`config.mk`:
```
export PLATFORM = sky130hd
export DESIGN_NAME = pipe_bypass
export DESIGN_NICKNAME = d
export VERILOG_FILES = /design/src/rtl/spu_pkg.sv /design/src/rtl/fwd_pkg.sv /design/src/rtl/result_tap.sv /design/src/rtl/operand_select.sv /design/src/rtl/pipe_bypass.sv
export SDC_FILE = /design/constraint.sdc
export NUM_CORES = 1
export LEC_CHECK = 0
export ABC_CLOCK_PERIOD_IN_PS = 5860
export BUFFER_PORTS_ARGS = -buffer_cell sky130_fd_sc_hd__buf_2
export CORE_AREA = 2 2 551 553
export DETAILED_ROUTE_END_ITERATION = 6
export DIE_AREA = 0 0 553 555
export PLACE_DENSITY = 0.3
export SYNTH_ARGS = -nofsm -noshare
export SYNTH_HDL_FRONTEND = slang
export SYNTH_HIERARCHICAL = 1
export SYNTH_SLANG_ARGS = --single-unit
```
`constraint.sdc`:
```
create_clock -name clock -period 5.86 [get_ports clock]
set_clock_uncertainty 0.1 [all_clocks]
set_input_delay 0.879 -clock clock [delete_from_list [all_inputs] [get_ports clock]]
set_output_delay 0.879 -clock clock [all_outputs]
set_load 0.02 [all_outputs]
```
`src/rtl/spu_pkg.sv`:
```
`default_nettype none

// architectural types shared by both execution pipes
package spu_pkg;

    localparam int reg_addr_width = 7;
    localparam int quad_width     = 128;
    localparam int unit_id_width  = 3;
    localparam int unit_lat_width = 4;

    // index into the 128-entry register file
    typedef logic [reg_addr_width-1:0] reg_addr_t;

    // one full quadword register value
    typedef logic [quad_width-1:0] quad_t;

    // execution unit that produced a result, zero marks a bubble
    typedef logic [unit_id_width-1:0] unit_id_t;

    // cycles from issue until the unit's result is available
    typedef logic [unit_lat_width-1:0] unit_lat_t;

endpackage

`default_nettype wire

```
`src/rtl/fwd_pkg.sv`:
```
`default_nettype none

// layout of the in-flight result stages seen by the bypass network
package fwd_pkg;

    // stages 1 to 7 plus the output stage
    localparam int num_stages = 8;

    // operand count of the even and odd pipes
    localparam int ep_operands = 3;
    localparam int op_operands = 2;

    // stage index runs 1 to 8 so it needs four bits
    typedef logic [3:0] stage_idx_t;

    // field positions, packed from the most significant bit as
    // unit id, result value, write enable, target address, unit latency
    localparam int unit_lat_lsb   = 0;
    localparam int rt_address_lsb = unit_lat_lsb + spu_pkg::unit_lat_width;
    localparam int wrt_en_bit     = rt_address_lsb + spu_pkg::reg_addr_width;
    localparam int rt_value_lsb   = wrt_en_bit + 1;
    localparam int unit_id_lsb    = rt_value_lsb + spu_pkg::quad_width;

    localparam int stage_word_width = unit_id_lsb + spu_pkg::unit_id_width;

    typedef logic [stage_word_width-1:0] stage_word_t;

endpackage

`default_nettype wire

```
`src/rtl/result_tap.sv`:
```
`default_nettype none

module result_tap (
    input  fwd_pkg::stage_word_t stage       [fwd_pkg::num_stages],
    output logic                 stage_ready [fwd_pkg::num_stages],
    output spu_pkg::reg_addr_t   stage_addr  [fwd_pkg::num_stages],
    output spu_pkg::quad_t       stage_value [fwd_pkg::num_stages]
);

    for (genvar i = 0; i < fwd_pkg::num_stages; i++) begin : g_stage
        spu_pkg::unit_id_t   unit_id;
        spu_pkg::unit_lat_t  unit_lat;
        logic                wrt_en;
        fwd_pkg::stage_idx_t stage_idx;

        assign unit_id  = stage[i][fwd_pkg::unit_id_lsb +: spu_pkg::unit_id_width];
        assign unit_lat = stage[i][fwd_pkg::unit_lat_lsb +: spu_pkg::unit_lat_width];
        assign wrt_en   = stage[i][fwd_pkg::wrt_en_bit];

        assign stage_addr[i]  = stage[i][fwd_pkg::rt_address_lsb +: spu_pkg::reg_addr_width];
        assign stage_value[i] = stage[i][fwd_pkg::rt_value_lsb +: spu_pkg::quad_width];

        // array slot 0 is stage 1, the last slot is the output stage (8)
        assign stage_idx = fwd_pkg::stage_idx_t'(i + 1);

        // the result exists once the instruction has travelled at least
        // as many stages as its unit needs to compute it
        assign stage_ready[i] = (unit_id != '0) && wrt_en && (unit_lat <= stage_idx);
    end

endmodule

`default_nettype wire

```
`src/rtl/operand_select.sv`:
```
`default_nettype none

module operand_select (
    input  logic               stage_ready [fwd_pkg::num_stages],
    input  spu_pkg::reg_addr_t stage_addr  [fwd_pkg::num_stages],
    input  spu_pkg::quad_t     stage_value [fwd_pkg::num_stages],
    input  spu_pkg::reg_addr_t src_addr,
    input  spu_pkg::quad_t     reg_value,
    output spu_pkg::quad_t     operand
);

    logic [fwd_pkg::num_stages-1:0] hit;

    for (genvar i = 0; i < fwd_pkg::num_stages; i++) begin : g_hit
        assign hit[i] = stage_ready[i] && (stage_addr[i] == src_addr);
    end

    // walk from the output stage towards stage 1 so that the youngest
    // matching result is the one left on the operand
    always_comb begin
        operand = reg_value;
        for (int i = fwd_pkg::num_stages - 1; i >= 0; i--) begin
            if (hit[i]) begin
                operand = stage_value[i];
            end
        end
    end

endmodule

`default_nettype wire

```
`src/rtl/pipe_bypass.sv`:
```
`default_nettype none

module pipe_bypass #(
    parameter int num_operands = 1
) (
    input  logic                 clock,
    input  logic                 reset,
    input  logic                 issue_valid,
    input  fwd_pkg::stage_word_t stage     [fwd_pkg::num_stages],
    input  spu_pkg::reg_addr_t   src_addr  [num_operands],
    input  spu_pkg::quad_t       reg_value [num_operands],
    output logic                 operand_valid,
    output spu_pkg::quad_t       operand   [num_operands]
);

    logic               stage_ready [fwd_pkg::num_stages];
    spu_pkg::reg_addr_t stage_addr  [fwd_pkg::num_stages];
    spu_pkg::quad_t     stage_value [fwd_pkg::num_stages];
    spu_pkg::quad_t     resolved    [num_operands];

    // one decode of the stage words is shared by every operand of the pipe
    result_tap i_result_tap (
        .stage       (stage),
        .stage_ready (stage_ready),
        .stage_addr  (stage_addr),
        .stage_value (stage_value)
    );

    for (genvar k = 0; k < num_operands; k++) begin : g_operand
        operand_select i_operand_select (
            .stage_ready (stage_ready),
            .stage_addr  (stage_addr),
            .stage_value (stage_value),
            .src_addr    (src_addr[k]),
            .reg_value   (reg_value[k]),
            .operand     (resolved[k])
        );
    end

    always_ff @(posedge clock) begin
        if (reset) begin
            operand_valid <= 1'b0;
        end else begin
            operand_valid <= issue_valid;
        end
    end

    // operands hold their last issued values between issues
    always_ff @(posedge clock) begin
        if (issue_valid) begin
            for (int k = 0; k < num_operands; k++) begin
                operand[k] <= resolved[k];
            end
        end
    end

endmodule

`default_nettype wire

```
==> results of run 1 <==
-- metal layers --
layer | part of all wire (%) | vias up | wire length (um)
met3 | 8.5 | 429 | 18300
met5 | 0.31 | - | 663
met2 | 51 | 1693 | 109000
met1 | 37 | 12100 | 79300
li1 | - | 10900 | -
met4 | 3.9 | 98 | 8470
-- report_power, final --
group / internal, mW / switching [mW] / leakage [nW]
Sequential: 1.10 / 0.0254 / 1.26
Clock: 0.791 / 0.668 / 0.316
Combinational: 0.483 / 0.629 / 9.52
Total: 2.38 / 1.32 / 11.1
-- synth_stat cells, types with 2 or more instances --
library cell / number
xnor2_1: 29
a31oi_1: 173
a211oi_1: 99
o21ai_0: 98
and4_1: 8
nor3_1: 5
o32a_1: 59
o2111ai_1: 64
and2_1: 5
buf_6: 9
nor4_4: 2
o221ai_1: 6
nor3b_1: 7
o31ai_1: 7
nor4_1: 63
nand2_1: 239
buf_2: 72
a21oi_1: 65
nand4_1: 30
a21o_1: 63
xor2_1: 26
buf_1: 13
o21a_1: 2
o21ai_2: 2
nand3_1: 398
o211a_1: 24
or4_1: 5
a311oi_1: 6
edfxtp_1: 128
clkbuf_1: 164
and3_1: 105
nor4b_1: 4
nor2_1: 139
buf_4: 1095
-- how the worst max path moves through the flow --
stage / endpoint / slack, ps / startpoint
2_1_floorplan: operand[113] / 2760 / stage[999]
3_3_place_gp: operand[1] / 900 / src_addr[0]
3_5_place_dp: operand[1] / 850 / src_addr[0]
4_1_cts: operand[1] / 1500 / src_addr[0]
5_1_grt: operand[1] / 1330 / stage[859]
6_report: operand[1] / 1590 / src_addr[0]
-- state kept, by name, indices dropped and copies added (netlist names) --
name	flops
operand	128
operand_valid	1
-- cells by family after synthesis --
group	synth area share, %
buf+inv	39.8
xor+xnor	2.12
compound gates	20.2
simple gates	21.4
flops	16.5
-- final cells by class --
class                      instances  area [um2]
antenna                           28        70.1
clock buffer                      24         537
clock inverter                     9         123
fill                           35800      273000
inverter                           1        3.75
multi-input combinational       1745       10400
sequential                       129        3860
tap                             3978        4980
timing repair buffer            1505        8120
-- per-stage QoR --
| stage | utilization [%] | total power, mW | instance area, um2 | instances | hold slack, ps |
|---|---|---|---|---|---|
| 2_1_floorplan | - | 2.00 | 23500 | 3228 | 843 |
| 3_5_place_dp | 9.08 | 2.28 | 27300 | 7358 | 966 |
| 6_report | 9.32 | 3.70 | 28100 | 7419 | 392 |
| 5_1_grt | 9.30 | 3.89 | 28000 | 7398 | 332 |
| 3_3_place_gp | 9.08 | 2.28 | 27300 | 7358 | 966 |
| 4_1_cts | 9.29 | 3.84 | 28000 | 7391 | 303 |
==> results.txt, run 1 <==
pwr/cell area: 132 nW/um2
starting density of the core: 7.79%
DR iter-0 viols: 1,907
Nets: 4,685
DP Worst Slack: 846 ps
antenna violations before repair: 168
Site Rows: 202
DRC: 0
WP data required: 6050 ps
CP startpoint kind: primary input
Setup CP Type: primary input to flip-flop
PortBufs: 1,403
register area share after synthesis: 16.5%
average size of a mapped cell: 7.27 um2
Max rail drop VDD: 140 uV
antenna violation net count after detailed routing: 0
worst hold path startpoint: reset
pin count of the biggest net entering global routing: 87
Leakage: 11.1 nW
Pins Over Slew Limit: 0
core region area: 301,000 um2
Ports: 1,411
Die X: 553 um
Yosys top cell by area: buf_4
minimum clock period: 4270 ps
Resize count post-CTS: 0
post-synthesis net count: 4,510
Crit. path cell count: 8
WHS Endpoint: operand_valid
fraction of registers with async set/reset: 0%
PnR worst setup slack: 1590 ps
GRT met1 Usage: 14.6%
Slowest Stage Delay on Critical Path: 710 ps
Cell Chain, Critical Path: buf_2 -> xnor2_2 -> and4_4 -> and2_4 -> buf_12 -> o21ai_0 -> a211oi_1 -> a31oi_1
M3 GR Usage: 4.20%
CTS clk-pin slew, worst paths: 70 ps
Final period util: 72.9%
Fin. Hold Viols: 0
CP top delay family: simple AND/OR/NAND/NOR gates
most frequent cells in the layout: buf_2, nand3_1, nand2_1
full die area: 307,000 um2
Avg Vias per Cell: 3.40
CTS max path bufs: 3
# hold bufs at CTS: 0
warnings from Yosys: 6
met2 usage in global routing: 24.4%
Synth area leaders: buf_4, edfxtp_1, nand3_1, a31oi_1, nand2_1
die height: 555 um
Max Cap Viol: 0
setup TNS: 0 ps
Hold Path Cell Cnt: 2
first drt pass iteration count: 5
critical path peak fanout: 47
GR Util All Layers: 13.4%
slowest CP cell: and2_4
Routed WL: 216,000 um
status: finished clean
clock sinks: 129
Slew @ Worst Pin: 1080 ps
htree depth: 4
busiest grt layer: met2
Crit path arrival time: 4460 ps
Remaining Overflow, GRT: 0
vias in the first global route: 25,600
CTS Buf Count: 21
post-synth cell types: 48
Cell Area, Synth: 23,500 um2
clock tree from TritonCTS: built
via count: 25,200
Post-CTS Repair Setup Buffers: 0
Worst Setup End Kind: flip-flop
clock root cell: clkbuf_16
post-synthesis cell count: 3,228
area delta synth->final: 19.6%
placer congestion estimate: 0.919
RSZ-0062 raised after global routing: no
share of cells above drive strength 1: 45.8%
Most used DFF post-synth: edfxtp_1
Hold Path Class: primary input to flip-flop
Yosys top cell area share: 35.0%
commonest non-fill, non-tap cell in the layout: buf_2
synthesized flop and latch total: 129
post-DR wirelength/cell: 29.1 um
HPWL after detailed placement: 180,000 um
CP bufs+invs: 2
fmax: 234 MHz
Post-synth EDFFs: 128
final setup vio count: 0
Slew headroom: 28.2%
first-pass GRT wire length: 270,000 um
(Power assumes the default switching activity.)
==> inputs of run 2 (changes only) <==
--- a/config.mk
+++ b/config.mk
@@ -5,7 +5,7 @@
 export SDC_FILE = /design/constraint.sdc
 export NUM_CORES = 1
 export LEC_CHECK = 0
-export ABC_CLOCK_PERIOD_IN_PS = 5860
+export ABC_CLOCK_PERIOD_IN_PS = 3700
 export BUFFER_PORTS_ARGS = -buffer_cell sky130_fd_sc_hd__buf_2
 export CORE_AREA = 2 2 551 553
 export DETAILED_ROUTE_END_ITERATION = 6
==> constraint.sdc (replaced) <==
create_clock -name clock -period 3.7 [get_ports clock]
set_clock_uncertainty 0.1 [all_clocks]
set_input_delay 0.555 -clock clock [delete_from_list [all_inputs] [get_ports clock]]
set_output_delay 0.555 -clock clock [all_outputs]
set_load 0.02 [all_outputs]
==> run 2 against run 1 <==
Compared with the run above:
- routed wire length rose by 1.5%
- combinational power rose by 64%
- sequential share of layout area fell by 0.85 points
- critical path depth rose by 3
- worst hold slack got worse by 200 ps
- die area did not move
- sequential cell count did not move
- sequential power rose by 58%
- utilization rose by 0.61 points
- largest cell class unchanged
==> results.txt, run 2 (synthesis results as in run 1) <==
post-DR wirelength/cell: 28.9 um (-0.87%)
Fillers: 35,700 (-0.35%)
Avg Vias per Cell: 3.39 (-0.25%)
most frequent cells in the layout: buf_2, nand3_1, nand2_1
full die area: 307,000 um2 (unchanged)
commonest non-fill, non-tap cell in the layout: buf_2
Hold Slack: 192 ps (-200 ps)
GR Util All Layers: 13.6% (+0.21 points)
starting density of the core: 7.79% (unchanged)
clock sinks: 129 (unchanged)
Largest Register: operand
logic gate share of total power: 30.5% (+0.4 points)
CP startpoint kind: primary input
Die X: 553 um (unchanged)
first-pass GRT wire length: 274,000 um (+1.4%)
Sw Ratio: 35.1% (-0.68 points)
Leakage: 12.1 nW (+9.0%)
clock tree from TritonCTS: built
die height: 555 um (unchanged)
critical path peak fanout: 16 (-66%)
setup TNS: 0 ps (unchanged)
crit path from: stage[713]
antenna violation net count after detailed routing: 0 (unchanged)
Max Cap Viol: 0 (unchanged)
area delta synth->final: 27.4%
DRC: 0 (unchanged)
Final period util: 91.1%
Remaining Overflow, GRT: 0 (unchanged)
share of cells above drive strength 1: 48.3% (+2.5 points)
final setup vio count: 0 (unchanged)
CTS clk-pin slew, worst paths: 90 ps (+20 ps)
htree depth: 4 (unchanged)
Pins Over Slew Limit: 0 (unchanged)
DP Worst Slack: -735 ps (-1580 ps)
RSZ-0062 raised after global routing: no
Routed WL: 219,000 um (+1.5%)
antenna violations before repair: 176 (+4.8%)
Hold Path Class: primary input to flip-flop
Reg power frac: 30.0% (-0.5 points)
first drt pass iteration count: 5 (unchanged)
Site Rows: 202 (unchanged)
cell-internal power: 3.88 mW (+63%)
CTS Buf Count: 21 (unchanged)
Setup CP Type: primary input to flip-flop
minimum clock period: 3370 ps
core region area: 301,000 um2 (unchanged)
placer congestion estimate: 0.919 (about the same)
Multi-input gate area: 10,400 um2 (about the same)
WP data required: 3910 ps (-2140 ps)
Fin. Hold Viols: 0 (unchanged)
DR iter-0 viols: 1,805 (-5.3%)
Crit path arrival time: 3580 ps (-880 ps)
Nets: 4,849 (+3.5%)
vias in the first global route: 26,400 (+3.2%)
CTS max path bufs: 3 (unchanged)
clock network power share: 39.5% (about the same)
worst hold path startpoint: stage[1137]
Max rail drop VDD: 173 uV (+23%)
clock root cell: clkbuf_16
PnR worst setup slack: 328 ps (-1260 ps)
pwr/cell area: 200 nW/um2 (+52%)
Sequential cell area: 3860 um2 (unchanged)
max reg flops: 128 (unchanged)
Worst Setup End Kind: flip-flop
PortBufs: 1,403 (unchanged)
via count: 25,800 (+2.1%)
pin count of the biggest net entering global routing: 65 (-25%)
Psw: 2.10 mW (+58%)
Design Power: 5.98 mW (+62%)
HPWL after detailed placement: 189,000 um (+5.1%)
fmax: 297 MHz
Ports: 1,411 (unchanged)
status: finished clean
Top Registers: operand (128), operand_valid (1)
Slew @ Worst Pin: 1170 ps (+89.9 ps)
Slew headroom: 21.6% (-6.6 points)
## run 2: timing repair
action,4_1_cts,5_1_grt
resized for setup,1,0
hold endpoints to repair,1,0
setup endpoints to repair,1,0
hold buffers,1,0
buffers inserted,0,0
## run 2: final cells by class
class	instances	share of cell area (%)
Timing Repair Buffer	1669	33.1
Antenna cell	40	0.335
Sequential cell	129	12.9
Clock buffer	23	1.78
Inverter	1	0.0126
Clock inverter	8	0.485
Tap cell	3978	16.6
Multi-Input combinational cell	1745	34.7
## run 2: final timing paths
check / end / slack [ps] / depth (start not counted)
worst max-delay path: operand[3] / 330 / 11
worst min-delay path: operand[124] / 190 / 2
## run 2: per-layer routing
layer  global-route usage [%]  routed length (um)  vias up
met5                        0                 487        -
met4                     4.92                9290       74
met3                     3.91               16800      427
met2                     25.3              112000     1627
met1                     14.5               80500    12400
li1                         -                   -    11200
## run 2: through the flow
stage / instance area [um2] / instances / util, %
after floorplan: 23500 / 3228 / -
after global placement: 29100 / 7521 / 9.66
after detailed placement: 29100 / 7521 / 9.66
after CTS: 29800 / 7553 / 9.89
after global routing: 29800 / 7566 / 9.91
final: 29900 / 7593 / 9.93
## run 2: worst max-delay path, stage by stage
cell and delay (ps):
buf_2 100, nor3_1 920, nor4b_1 100, nand4_1 190
nor2_4 200, buf_12 220, nor3_4 280, buf_12 240
buf_12 180, o2111ai_1 160, a31oi_1 400
## run 2: power groups by stage
stage	combinational (mW)	clock (mW)	sequential [mW]
detailed placement	1.85	0	1.83
global placement	1.86	0	1.83
CTS	1.86	2.59	1.79
global route	1.94	2.57	1.80
finish	1.82	2.36	1.79
floorplan	1.19	0	1.97
